## src/hw/asip_macros.svh

```systemverilog
`ifndef ASIP_MACROS_SVH
`define ASIP_MACROS_SVH

// ---------------------------------------------------------------------------
// datapath widths
// ---------------------------------------------------------------------------

// register, alu and data memory word
`define ASIP_DAT_W 16
// one instruction word
`define ASIP_INS_W 16

// ---------------------------------------------------------------------------
// address spaces and register file
// ---------------------------------------------------------------------------

// pc wraps at 2**ASIP_IMEM_AW
`define ASIP_IMEM_AW 8
// data address, same width as the immediate field
`define ASIP_DMEM_AW 8
// general purpose registers r0..r7
`define ASIP_REG_N 8
// first fetch address out of reset
`define ASIP_RESET_PC 0

`endif

```

## src/hw/asip_pkg.sv

```systemverilog
`default_nettype none

`include "asip_macros.svh"

package asip_pkg;

	// data word and raw instruction
	typedef logic [`ASIP_DAT_W-1:0] dat_t;
	typedef logic [`ASIP_INS_W-1:0] ins_t;

	// instruction side address, also the pc
	typedef logic [`ASIP_IMEM_AW-1:0] imem_addr_t;
	// data side address, doubles as the 8 bit immediate
	typedef logic [`ASIP_DMEM_AW-1:0] dmem_addr_t;
	typedef logic [$clog2(`ASIP_REG_N)-1:0] reg_idx_t;

	// opcode in ins[15:12], anything unlisted decodes as nop
	typedef enum logic [3:0] {
		OP_NOP = 4'd0, OP_LDI = 4'd1, OP_LD = 4'd2,
		OP_ST = 4'd3, OP_ADD = 4'd4, OP_SUB = 4'd5,
		OP_MUL = 4'd6, OP_JMP = 4'd7, OP_HALT = 4'd15
	} opcode_e;

	typedef enum logic [1:0] {ALU_ADD, ALU_SUB, ALU_MUL} alu_op_e;

	// source of the register writeback value
	typedef enum logic [1:0] {WB_ALU, WB_IMM, WB_MEM} wb_sel_e;

	// multi-cycle sequencer, one instruction in flight
	typedef enum logic [2:0] {S_FETCH, S_DECODE, S_EXEC, S_WB, S_HALT} core_state_e;

endpackage

`default_nettype wire

```

## src/hw/asip_fetch.sv

```systemverilog
`default_nettype none

`include "asip_macros.svh"

module asip_fetch (
	input  wire logic                 clk,
	input  wire logic                 reset,
	input  wire logic                 t_cs,
	input  wire asip_pkg::ins_t       ins_mem_dat,
	input  wire logic                 is_jump,
	input  wire logic                 is_halt,
	input  wire logic                 mem_rd,
	input  wire asip_pkg::dmem_addr_t imm,
	output logic                      ins_mem_en_b,
	output asip_pkg::imem_addr_t      ins_mem_addr,
	output asip_pkg::ins_t            ins_reg,
	output logic                      exec_en,
	output logic                      wb_en,
	output logic                      halt
);

	import asip_pkg::*;

	core_state_e state;
	imem_addr_t  pc;

	// ------------------------------------------------------------------------
	// sequencer
	// ------------------------------------------------------------------------

	always_ff @(posedge clk) begin
		if (reset) begin
			state   <= S_FETCH;
			pc      <= imem_addr_t'(`ASIP_RESET_PC);
			// nop in the ir until the first fetch lands
			ins_reg <= '0;
		end else begin
			case (state)
				S_FETCH: begin
					// chip select low parks here without a request
					if (t_cs)
						state <= S_DECODE;
				end
				S_DECODE: begin
					// imem answers one cycle after the request
					ins_reg <= ins_mem_dat;
					state   <= S_EXEC;
				end
				S_EXEC: begin
					if (is_halt) begin
						state <= S_HALT;
					end else begin
						// jump target or next word with wrap at 256
						pc    <= is_jump ? imem_addr_t'(imm) : pc + 1'b1;
						// loads need one more cycle for the read data
						state <= mem_rd ? S_WB : S_FETCH;
					end
				end
				S_WB:
					state <= S_FETCH;
				default:
					// S_HALT is left only by reset
					state <= S_HALT;
			endcase
		end
	end

	// request straight from the state in the same cycle as t_cs
	assign ins_mem_en_b = ~((state == S_FETCH) & t_cs);
	assign ins_mem_addr = pc;

	// stage strobes for the memory stage
	assign exec_en = (state == S_EXEC);
	assign wb_en   = (state == S_WB);
	assign halt    = (state == S_HALT);

	// ------------------------------------------------------------------------
	// checks
	// ------------------------------------------------------------------------

	// fetch only from the idle state and only when selected
	a_fetch_req: assert property (@(posedge clk) disable iff (reset)
		!ins_mem_en_b |-> (state == S_FETCH) && t_cs);

endmodule

`default_nettype wire

```

## src/hw/asip_decoder.sv

```systemverilog
`default_nettype none

module asip_decoder (
	input  wire asip_pkg::ins_t ins_reg,
	output asip_pkg::reg_idx_t  rd,
	output asip_pkg::reg_idx_t  rs,
	output asip_pkg::reg_idx_t  rt,
	output asip_pkg::dmem_addr_t imm,
	output asip_pkg::alu_op_e   alu_op,
	output asip_pkg::wb_sel_e   wb_sel,
	output logic                reg_wr,
	output logic                mem_rd,
	output logic                mem_wr,
	output logic                is_jump,
	output logic                is_halt
);

	import asip_pkg::*;

	opcode_e opcode;

	// field split
	// op[15:12] rd[11:9] rs[8:6] rt[5:3] with imm/addr overlapping [7:0]
	assign opcode = opcode_e'(ins_reg[15:12]);
	assign rd     = ins_reg[11:9];
	// a store reads rd on the rs port
	assign rs     = (opcode == OP_ST) ? ins_reg[11:9] : ins_reg[8:6];
	assign rt     = ins_reg[5:3];
	assign imm    = ins_reg[7:0];

	always_comb begin
		// unknown opcodes fall through with every flag low
		alu_op  = ALU_ADD;
		wb_sel  = WB_ALU;
		reg_wr  = 1'b0;
		mem_rd  = 1'b0;
		mem_wr  = 1'b0;
		is_jump = 1'b0;
		is_halt = 1'b0;
		case (opcode)
			OP_LDI: begin
				wb_sel = WB_IMM;
				reg_wr = 1'b1;
			end
			OP_LD: begin
				// rd written a cycle later from memory
				wb_sel = WB_MEM;
				reg_wr = 1'b1;
				mem_rd = 1'b1;
			end
			// rd goes out as store data over the rs bus
			OP_ST:   mem_wr = 1'b1;
			OP_ADD:  reg_wr = 1'b1;
			OP_SUB: begin
				alu_op = ALU_SUB;
				reg_wr = 1'b1;
			end
			OP_MUL: begin
				alu_op = ALU_MUL;
				reg_wr = 1'b1;
			end
			OP_JMP:  is_jump = 1'b1;
			OP_HALT: is_halt = 1'b1;
			default: ;
		endcase
	end

endmodule

`default_nettype wire

```

## src/hw/asip_gprf.sv

```systemverilog
`default_nettype none

`include "asip_macros.svh"

module asip_gprf (
	input  wire logic               clk,
	input  wire logic               reset,
	input  wire asip_pkg::reg_idx_t rs,
	input  wire asip_pkg::reg_idx_t rt,
	input  wire logic               gprf_we,
	input  wire asip_pkg::reg_idx_t gprf_waddr,
	input  wire asip_pkg::dat_t     gprf_wdat,
	output asip_pkg::dat_t          rs_dat,
	output asip_pkg::dat_t          rt_dat
);

	import asip_pkg::*;

	dat_t regs [`ASIP_REG_N];

	// single write port
	always_ff @(posedge clk) begin
		if (reset) begin
			for (int i = 0; i < `ASIP_REG_N; i++)
				regs[i] <= '0;
		end else if (gprf_we) begin
			regs[gprf_waddr] <= gprf_wdat;
		end
	end

	// two read buses, no bypass
	// a write shows up on the next read cycle
	assign rs_dat = regs[rs];
	assign rt_dat = regs[rt];

	// an x index here would mean the ir never loaded
	a_waddr_known: assert property (@(posedge clk) disable iff (reset)
		gprf_we |-> !$isunknown(gprf_waddr));

endmodule

`default_nettype wire

```

## src/hw/asip_alu.sv

```systemverilog
`default_nettype none

module asip_alu (
	input  wire asip_pkg::alu_op_e alu_op,
	input  wire asip_pkg::dat_t    a_dat,
	input  wire asip_pkg::dat_t    b_dat,
	output asip_pkg::dat_t         result
);

	import asip_pkg::*;

	// ------------------------------------------------------------------------
	// single cycle, everything mod 2**16
	// ------------------------------------------------------------------------

	always_comb begin
		case (alu_op)
			ALU_SUB:
				result = a_dat - b_dat;
			ALU_MUL:
				// 16 bit context keeps the low half of the product
				result = a_dat * b_dat;
			default:
				result = a_dat + b_dat;
		endcase
	end

endmodule

`default_nettype wire

```

## src/hw/asip_mem_stage.sv

```systemverilog
`default_nettype none

module asip_mem_stage (
	input  wire logic                 clk,
	input  wire logic                 reset,
	input  wire logic                 exec_en,
	input  wire logic                 wb_en,
	input  wire asip_pkg::reg_idx_t   rd,
	input  wire asip_pkg::dmem_addr_t imm,
	input  wire asip_pkg::wb_sel_e    wb_sel,
	input  wire logic                 reg_wr,
	input  wire logic                 mem_rd,
	input  wire logic                 mem_wr,
	input  wire asip_pkg::dat_t       alu_result,
	input  wire asip_pkg::dat_t       st_dat,
	input  wire asip_pkg::dat_t       dat_mem_rdat,
	output logic                      dat_mem_en_b,
	output logic                      dat_mem_rw,
	output asip_pkg::dmem_addr_t      dat_mem_addr,
	output asip_pkg::dat_t            dat_mem_wdat,
	output logic                      gprf_we,
	output asip_pkg::reg_idx_t        gprf_waddr,
	output asip_pkg::dat_t            gprf_wdat
);

	import asip_pkg::*;

	logic rd_req;
	logic wr_req;
	logic ld_pend;

	// ------------------------------------------------------------------------
	// data memory port
	// ------------------------------------------------------------------------

	// one request per instruction, only in the exec cycle
	assign rd_req = exec_en & mem_rd;
	assign wr_req = exec_en & mem_wr;

	assign dat_mem_en_b = ~(rd_req | wr_req);
	// idles at read, drops to 0 only for the store cycle
	assign dat_mem_rw   = ~wr_req;
	assign dat_mem_addr = imm;
	assign dat_mem_wdat = st_dat;

	// read data arrives in the cycle after rd_req
	always_ff @(posedge clk) begin
		if (reset)
			ld_pend <= 1'b0;
		else
			ld_pend <= rd_req;
	end

	// ------------------------------------------------------------------------
	// register writeback
	// ------------------------------------------------------------------------

	// alu and ldi in exec, loads in wb
	assign gprf_we    = (exec_en & reg_wr & ~mem_rd) | (wb_en & ld_pend & reg_wr);
	assign gprf_waddr = rd;

	always_comb begin
		case (wb_sel)
			WB_IMM:  gprf_wdat = dat_t'(imm);
			WB_MEM:  gprf_wdat = dat_mem_rdat;
			default: gprf_wdat = alu_result;
		endcase
	end

	a_rd_wr_excl: assert property (@(posedge clk) disable iff (reset)
		!(rd_req && wr_req));

	// the sequencer only enters wb right behind a load request
	a_wb_after_ld: assert property (@(posedge clk) disable iff (reset)
		wb_en |-> ld_pend);

endmodule

`default_nettype wire

```

## src/hw/asip_top.sv

```systemverilog
`default_nettype none

module asip_top (
	input  wire logic                 clk,
	input  wire logic                 reset,
	input  wire logic                 t_cs,
	input  wire asip_pkg::ins_t       ins_mem_dat,
	input  wire asip_pkg::dat_t       dat_mem_rdat,
	output logic                      ins_mem_en_b,
	output asip_pkg::imem_addr_t      ins_mem_addr,
	output logic                      dat_mem_en_b,
	output logic                      dat_mem_rw,
	output asip_pkg::dmem_addr_t      dat_mem_addr,
	output asip_pkg::dat_t            dat_mem_wdat,
	output logic                      halt
);

	import asip_pkg::*;

	// ------------------------------------------------------------------------
	// internal nets
	// ------------------------------------------------------------------------

	// fetch to decoder and memory stage
	ins_t       ins_reg;
	logic       exec_en;
	logic       wb_en;

	// decoded fields and flags
	reg_idx_t   rd;
	reg_idx_t   rs;
	reg_idx_t   rt;
	dmem_addr_t imm;
	alu_op_e    alu_op;
	wb_sel_e    wb_sel;
	logic       reg_wr;
	logic       mem_rd;
	logic       mem_wr;
	logic       is_jump;
	logic       is_halt;

	// register file and alu
	dat_t       rs_dat;
	dat_t       rt_dat;
	dat_t       alu_result;
	logic       gprf_we;
	reg_idx_t   gprf_waddr;
	dat_t       gprf_wdat;

	asip_fetch u_fetch (
		.clk, .reset, .t_cs, .ins_mem_dat, .is_jump, .is_halt, .mem_rd, .imm,
		.ins_mem_en_b, .ins_mem_addr, .ins_reg, .exec_en, .wb_en, .halt
	);

	asip_decoder u_decoder (
		.ins_reg, .rd, .rs, .rt, .imm, .alu_op, .wb_sel,
		.reg_wr, .mem_rd, .mem_wr, .is_jump, .is_halt
	);

	asip_gprf u_gprf (
		.clk, .reset, .rs, .rt, .gprf_we, .gprf_waddr, .gprf_wdat,
		.rs_dat, .rt_dat
	);

	asip_alu u_alu (
		.alu_op,
		.a_dat  (rs_dat),
		.b_dat  (rt_dat),
		.result (alu_result)
	);

	// store data rides the rs read bus
	asip_mem_stage u_mem_stage (
		.clk, .reset, .exec_en, .wb_en, .rd, .imm, .wb_sel,
		.reg_wr, .mem_rd, .mem_wr, .alu_result,
		.st_dat (rs_dat),
		.dat_mem_rdat,
		.dat_mem_en_b, .dat_mem_rw, .dat_mem_addr, .dat_mem_wdat,
		.gprf_we, .gprf_waddr, .gprf_wdat
	);

endmodule

`default_nettype wire

```

## config.mk

```make
export PLATFORM = sky130hd
export DESIGN_NAME = asip_top
export DESIGN_NICKNAME = d
export VERILOG_FILES = /design/src/hw/asip_pkg.sv /design/src/hw/asip_fetch.sv /design/src/hw/asip_decoder.sv /design/src/hw/asip_gprf.sv /design/src/hw/asip_alu.sv /design/src/hw/asip_mem_stage.sv /design/src/hw/asip_top.sv
export VERILOG_INCLUDE_DIRS = /design/src /design/src/hw
export SDC_FILE = /design/constraint.sdc
export NUM_CORES = 1
export LEC_CHECK = 0
export BUFFER_PORTS_ARGS = -buffer_cell sky130_fd_sc_hd__buf_4
export CORE_ASPECT_RATIO = 1.4
export CORE_MARGIN = 3
export CORE_UTILIZATION = 35
export CTS_CLUSTER_SIZE = 24
export DETAILED_ROUTE_END_ITERATION = 10
export GPL_ROUTABILITY_DRIVEN = 0
export PLACE_DENSITY = 0.48
export SLEW_MARGIN = 30
export SYNTH_ARGS = -nofsm -noshare
export SYNTH_HDL_FRONTEND = slang
export SYNTH_SLANG_ARGS = --single-unit
export TNS_END_PERCENT = 10
```

## constraint.sdc

```tcl
create_clock -name clk -period 9.4 [get_ports clk]
set_input_delay 2.82 -clock clk [delete_from_list [all_inputs] [get_ports clk]]
set_output_delay 2.82 -clock clk [all_outputs]
set_load 0.01 [all_outputs]
```

======== Yosys cells after proc, flatten, opt, wreduce, memory -nomap -nowiden ========
Memory sizes are Yosys's and may differ from the RTL's. A register that Yosys moved wholly into a read port is not among the register bits.
Cells that the tools add are included.
storage, ports and cells
  register bits ........................... 28
  RAM bits ................................ 128
  input bits .............................. 35
  output and inout port bits .............. 36
  word-level logic and storage cells ...... 69
  memories ................................ 1
memories
  name         depth  width  read ports  clocked after Yosys merged registers in  write ports  line             RTL
  u_gprf.regs  8      16     2           1                                        8            asip_gprf.sv:19  dat_t regs [`ASIP_REG_N];
operators by class
  $add $sub $neg .......................... 3
  multipliers ............................. 1
  equality and inequality tests ........... 17
  mux-type cells .......................... 25
  bitwise operators ....................... 14
  reductions and logical operators ........ 4
operator list
  cell                   count
  $pmux W16 S2           2
  $mux W3                6
  $add A16 B16 Y16       1
  $eq A4 B3 Y1 const B   4
  $mul A16 B16 Y16       1
  $mux W16               1
  $reduce_or A16 Y1      1
  $sub A16 B16 Y16       1
  $pmux W3 S4            1
  $mux W1                11
  $add A8 B1 Y8 const B  1
  $eq A4 B2 Y1 const B   2
  $mux W8                1
  $pmux W2 S2            2
  $and A1 B1 Y1          7
  $eq A3 B2 Y1 const B   2
  $not A1 Y1             5
  $reduce_or A5 Y1       1
  $eq A2 B1 Y1 const B   2
  $eq A2 B2 Y1 const B   2
  $eq A4 B1 Y1 const B   1
  $eq A4 B4 Y1 const B   1
  $eq A3 B1 Y1 const B   1
  $eq A3 B3 Y1 const B   1
  other kinds (5)        6

======== Logic depth before layout (Yosys ltp) ========
Gate-level depths: netlist of run 1.
  word-level depth ........................ 11
  mapped depth ............................ 34
  mapped depth without buffers ............ 30

======== By module ========
Synthesis of run 1 repeated with hierarchy kept, for this count alone.
second synthesis, totals
  cells, all modules ...................... 1324
  area total of the unflattened synthesis .. 14028.5 um^2
modules (own cells, without submodules)
  module          instances  cells an instance  area each (um^2)  seq. area each (um^2)
  asip_gprf       1          430                6916.6            3843.7
  asip_alu        1          633                5126.2            0.0
  asip_fetch      1          149                1192.4            540.5
  asip_mem_stage  1          80                 554.3             20.0
  asip_decoder    1          32                 239.0             0.0

======== Least setup slack after synthesis of run 1 ========
No wires, ideal clock.
  kind .................................... flip-flop to flip-flop
  start ................................... register u_fetch.ins_reg[15]
  end ..................................... memory u_gprf.regs[0][15] (netlist name), data pin
  setup time .............................. 0.274 ns
  arrival ................................. 7.832 ns
  data required time ...................... 9.126 ns
  path slack .............................. 1.294 ns
  cell stages (with the launch flop) ...... 28
  path buffers ............................ 3
  period minus slack after synthesis ...... 8.106 ns
  cells stage by stage .................... dfxtp_1 -> nor4bb_4 -> buf_6 -> mux2i_1 -> buf_4 -> mux2_2 -> a222oi_1 -> clkbuf_1 -> nand2_1 -> fa_1 -> fa_1 -> inv_1 -> fa_1 -> fa_1 -> inv_1 -> fa_1 -> fa_1 -> xor2_1 -> xnor2_1 -> xnor2_1 -> xnor2_1 -> xnor3_1 -> xnor3_1 -> xnor3_1 -> xnor3_1 -> xnor2_1 -> a21oi_2 -> nor3_1
RTL lines
  item                    line              RTL
  start, declared         asip_fetch.sv:16  output asip_pkg::ins_t ins_reg,
  start signal, assigned  asip_fetch.sv:46  ins_reg <= ins_mem_dat;
  end, declared           asip_gprf.sv:19

==> results by group, run 1 <==
Run status
  – Status: completed

Cells and area
  – Area delta synth->final: 13.3%
  – Share of cells above drive strength 1: 0.170
  – Max reg flops: 128
  – Post-route insts no fill: 1959
  – Footprint of the multi-input gates: 8040 um2
  – Final #Nets: 1658
  – Ant. Diodes: 0
  – Most frequent cells in the layout: nor2_1 (221), nand2_1 (171), inv_1 (144)
  – Commonest non-fill, non-tap cell in the layout: nor2_1
  – Fillers: 3750
  – FF/Latch Area: 4470 um2

Placement
  – Port Buffers: 70
  – Number of placed cells counting well taps: 1928
  – Post-DP HPWL: 36000 um

STA
  – Endpoints failing hold: 0
  – Final min period: 8.75 ns
  – Setup_tns: 0 ns
  – Final setup fails: 0
  – Tightest Pin Transition: 1.05 ns
  – Clock skew: 0.0147 ns
  – Fin crit share: 0.931
  – Rel. slew slack: 0.295
  – Fin. max-slew vios: 0
  – Unrepaired setup endpoints after global routing: no
  – F_max: 0.114 GHz

Floorplanning
  – Io pins: 71
  – Die width: 171 um
  – Row count: 84
  – Die Height: 238 um
  – Core Region: 37700 um2
  – Die Area: 40700 um2
  – Initial core utilization: 0.355

Setup path
  – Critical path arrival: 8.91 ns
  – CP endpoint kind: flip-flop
  – Crit-path slowest cell: fa_1
  – Critical path class: reg2reg
  – CP max stage delay: 0.54 ns
  – Crit Path Max Fanout: 13
  – Worst setup SP type: flip-flop
  – Most used cell, CP: fa_1
  – Worst path required time: 9.55 ns

Drt
  – Initial DRC Count: 775
  – Avg WL per Cell: 24.4 um
  – Final wirelength: 47700 um
  – Drt pass-1 iters: 5
  – DRT antenna net count: 0
  – Via density: 5.54
  – Vias: 10800
  – DRC: 0

Global routing
  – First-pass GRT wire length: 71400 um
  – GRT overflow: 0
  – Initial antenna violation count: 0
  – Global Route Usage Sum: 0.239
  – Number of global-route vias before repair: 11500
  – Largest net degree at the start of global routing: 38

CTS
  – Clock slew at reported path FFs: 0.07 ns
  – Sink Count: 159
  – CTS Hold Bufs: 0
  – CTS resizes: 0
  – TritonCTS buffer count: 17
  – CTS tree: done
  – Maximum root-to-sink buffer count: 2
  – CTS root buf: clkbuf_16
  – Clk_lat worst skew: 0.45 ns
  – Setup bufs post-CTS: 0
  – H-Tree Depth: 4

Synthesis
  – Mapped cell area: 13400 um2
  – Mean Syn Cell Area: 9.54 um2
  – FFs w/ async S/R, synth: 0
  – Simple-gate share of the synthesized area: 0.183
  – Top_reg_cell synth: edfxtp_1
  – Synth Register Bits: 159
  – Yosys cell types: 72
  – Post-synthesis mux area share: 0.105
  – Post-synth EDFFs: 128
  – Sequential area share after synthesis: 0.333
  – Syn_nets: 1588
  – Synth warnings: 0
  – Synth Area in Adders: 0.185
  – Largest family of logic cells by synthesized area: adder cells
  – Syn Inst Count: 1404
  – Post-Synth XOR/XNOR Area: 0.0466
  – Synth Area in Compound Gates: 0.0790

Power
  – Peak supply drop: 0.133 mV
  – Leak Pwr: 6.36 nW
  – PD cells: 220 nW/um2
  – Total power: 3.34 mW

Hold path
  – Hold crit path type: reg2reg

Job
  – Max cap viols: 0
## cell type report
class	instances	share of cell area
Clock buffer	17	0.0280
Multi-Input combinational cell	1021	0.529
Sequential cell	159	0.294
Clock inverter	14	0.00882
Inverter	145	0.0358
Timing Repair Buffer	130	0.0651
Tap cell	473	0.0390
## worst max-delay path: cells and delay by family, from the launching register on
family,cells,cell delay (ns)
adder cells (fa/ha/maj),6,2.78
XOR/XNOR,9,2.22
AO/OA/AOI/OAI,3,0.98
buffers and inverters,6,0.89
AND/OR/NAND/NOR,4,0.63
multiplexers,1,0.49
flip-flops,1,0.46
## cells by family after synthesis
logic type / count (synthesis)
buffers and inverters: 224
AOI/OAI and AO/OA: 162
muxes: 92
xor gates and xnor gates: 65
and+or+nand+nor: 553
adders and majority gates: 149
DFF: 159
## final timing paths
path	start	to	slack (ns)	cells past startpoint
max	u_fetch.ins_reg[13]	u_gprf.regs[4][15]	0.65	29
min	u_fetch.ins_reg[1]	u_fetch.ins_reg[1]	0.51	2
max reg2reg	u_fetch.ins_reg[13]	u_gprf.regs[4][15]	0.65	29
min reg2reg	u_fetch.ins_reg[1]	u_fetch.ins_reg[1]	0.51	2
## stage by stage
step	utilization	setup slack (ns)	hold slack (ns)	cell area [um2]
floorplan	-	1.29	0.446	13400
global placement	0.387	0.751	0.490	14600
detailed placement	0.388	0.688	0.501	14600
CTS	0.402	0.649	0.511	15200
global route	0.403	0.233	0.540	15200
finish	0.403	0.645	0.507	15200
## cells in the mapped netlist (12+ instances only)
master	n	area, um2
nand2_1	173	649
nand3_1	37	185
edfxtp_1	128	3840
o21ai_0	24	120
inv_1	144	541
a32oi_1	12	105
nor3_1	28	140
nand2b_1	16	100
nor2_1	221	830
dfxtp_1	31	621
buf_4	13	97.6
mux4_2	34	766
a21oi_1	59	295
fa_1	81	1620
xor2_1	25	219
mux2i_1	43	430
clkbuf_1	49	184
nor2b_1	16	100
or2_2	20	125
xnor2_1	36	315
ha_1	68	851
## where the power goes
| part | switching, mW | internal (mW) | total (mW) |
|---|---|---|---|
| Clock | 0.308 | 0.367 | 0.675 |
| Combinational | 1.08 | 0.786 | 1.86 |
| Sequential | 0.0239 | 0.782 | 0.806 |
| Total | 1.41 | 1.94 | 3.34 |
## routing by layer
layer	share of wire	global-route usage
met2	0.53	0.438
met5	0	0
met3	0.041	0.0225
met4	0.053	0.128
met1	0.37	0.270
No activity file was read; power rests on OpenSTA's default activity.
==> run 2: changes to the inputs <==
--- a/config.mk
+++ b/config.mk
@@ -14,6 +14,7 @@
 export DETAILED_ROUTE_END_ITERATION = 10
 export GPL_ROUTABILITY_DRIVEN = 0
 export PLACE_DENSITY = 0.48
+export RECOVER_POWER = 100
 export SLEW_MARGIN = 30
 export SYNTH_ARGS = -nofsm -noshare
 export SYNTH_HDL_FRONTEND = slang
==> run 2 against run 1 <==
The run now ends with max-capacitance violations, max-slew violations left. Critical path depth is the same. Non-clock buffer count stayed put. Register-to-register slack lost 0.09 ns. Global-route usage did not move. Power fell by 0.48%. Combinational power hardly changed. Via count down 0.27%. Sequential power about the same. Highest routed layer unchanged. Sequential share of layout area is 0.35 points higher. Flip-flop and latch count stayed put. Core utilization down 0.47 points.
==> results by group, run 2 (synthesis results as in run 1) <==
Global routing
  – Largest net degree at the start of global routing: 38
  – GRT overflow: 0
  – Global Route Usage Sum: 0.239
  – Initial antenna violation count: 0
  – First-pass GRT wire length: 71400 um
  – Number of global-route vias before repair: 11500

Setup path
  – Critical Path Source: u_fetch.ins_reg[13]
  – FF-to-FF End: u_gprf.regs[7][15]
  – Worst setup endpoint: u_gprf.regs[7][15]
  – Most used cell, CP: fa_1
  – CP endpoint kind: flip-flop
  – RR Startpoint: u_fetch.ins_reg[13]
  – Critical path class: reg2reg
  – Crit-path slowest cell: fa_1
  – Reg2reg setup slack: 0.56 ns
  – R2r worst-path depth: 29
  – Worst path required time: 9.54 ns
  – CP max stage delay: 0.54 ns
  – Worst path depth: 29
  – CP delay by family, top: adder cells
  – Critical path arrival: 8.98 ns
  – Worst setup SP type: flip-flop
  – Crit Path Max Fanout: 13
  – CP bufs+invs: 6

Cells and area
  – Most frequent cells in the layout: nor2_1 (222), nand2_1 (173), inv_1 (144)
  – Commonest non-fill, non-tap cell in the layout: nor2_1
  – Max reg flops: 128
  – Final #Nets: 1658
  – Share of cells above drive strength 1: 0.139
  – Final core occ: 0.398
  – Area delta synth->final: 12.0%
  – Ant. Diodes: 0

Floorplanning
  – Initial core utilization: 0.355
  – Row count: 84
  – Core Region: 37700 um2
  – Die Area: 40700 um2
  – Io pins: 71
  – Die width: 171 um
  – Die Height: 238 um

Drt
  – DRT antenna net count: 0
  – Avg WL per Cell: 24.4 um
  – Final wirelength: 47800 um
  – Initial DRC Count: 852
  – DRC: 0
  – Met2 routed WL: 25200 um
  – Vias: 10800
  – Met3 WL post-DR: 1660 um
  – Met1 WL: 18300 um
  – Drt pass-1 iters: 7
  – Via density: 5.52
  – Highest Signal Layer: met4

CTS
  – CTS resizes: 0
  – Maximum root-to-sink buffer count: 2
  – Clock slew at reported path FFs: 0.07 ns
  – CTS Hold Bufs: 0
  – Sink Count: 159
  – Setup bufs post-CTS: 0
  – TritonCTS buffer count: 17
  – CTS tree: done
  – Clk_lat worst skew: 0.45 ns
  – H-Tree Depth: 4
  – CTS root buf: clkbuf_16

Power
  – PD cells: 222 nW/um2
  – Peak supply drop: 0.133 mV
  – Leak Pwr: 6.21 nW

Placement
  – Port Buffers: 70
  – Post-DP HPWL: 36000 um

STA
  – Final min period: 8.84 ns
  – Fin. max-slew vios: 38
  – Final setup fails: 0
  – Clock skew: 0.0111 ns
  – Unrepaired setup endpoints after global routing: no
  – F_max: 0.113 GHz
  – Endpoints failing hold: 0
  – Rel. slew slack: -0.137
  – Setup_tns: 0 ns
  – Tightest Pin Transition: 1.71 ns
  – Fin crit share: 0.941

Hold path
  – Hold crit path type: reg2reg

Run status
  – Status: finished, violations left
  – Failing checks: max-capacitance violations, max-slew violations

Job
  – Max cap viols: 1
[run 2: worst min path at each step]
stage	from	to	slack (ns)	cells past startpoint
after global placement	u_fetch.ins_reg[1]	u_fetch.ins_reg[1]	0.49	2
final	u_fetch.ins_reg[1]	u_fetch.ins_reg[1]	0.51	2
after floorplan	u_fetch.ins_reg[8]	u_fetch.ins_reg[8]	0.45	2
after CTS	u_fetch.ins_reg[1]	u_fetch.ins_reg[1]	0.51	2
after global routing	u_fetch.ins_reg[1]	u_fetch.ins_reg[1]	0.55	2
after detailed placement	u_fetch.ins_reg[1]	u_fetch.ins_reg[1]	0.50	2
[run 2: where the power goes]
| part | switching (mW) | leakage, nW | internal [mW] |
|---|---|---|---|
| Clock | 0.307 | 0.271 | 0.367 |
| Sequential | 0.0235 | 1.57 | 0.783 |
| Combinational | 1.08 | 4.36 | 0.771 |
| Total | 1.41 | 6.21 | 1.92 |
[run 2: cell type report]
class,count,area (um2)
clock buffers,17,425
clock inverters,14,134
fillers,3794,22700
inverters,145,544
multi-input cells,1021,8010
flip-flops and latches,159,4470
well taps,473,592
repair buffers,130,838
[run 2: per-layer routing]
layer  GRT usage  up-vias
met5           0        -
met4       0.128        0
met3      0.0225      124
met2       0.438      312
met1       0.270     5490
li1            -     4889
[run 2: tightest hold or removal path, cell delays in order, from the launching register on]
cell and delay [ns]:
dfxtp_1 0.34, nand2_1 0.07, a21oi_1 0.06
[run 2: per-stage QoR]
step	setup WS [ns]	power [mW]	hold WS (ns)	instance area (um2)	cells
after detailed placement	0.688	2.69	0.501	14600	1928
after floorplan	1.29	2.10	0.446	13400	1404
final	0.556	3.33	0.509	15000	1959
after global routing	0.135	3.56	0.546	15000	1959
after CTS	0.649	3.38	0.511	15200	1959
after global placement	0.751	2.69	0.490	14600	1928
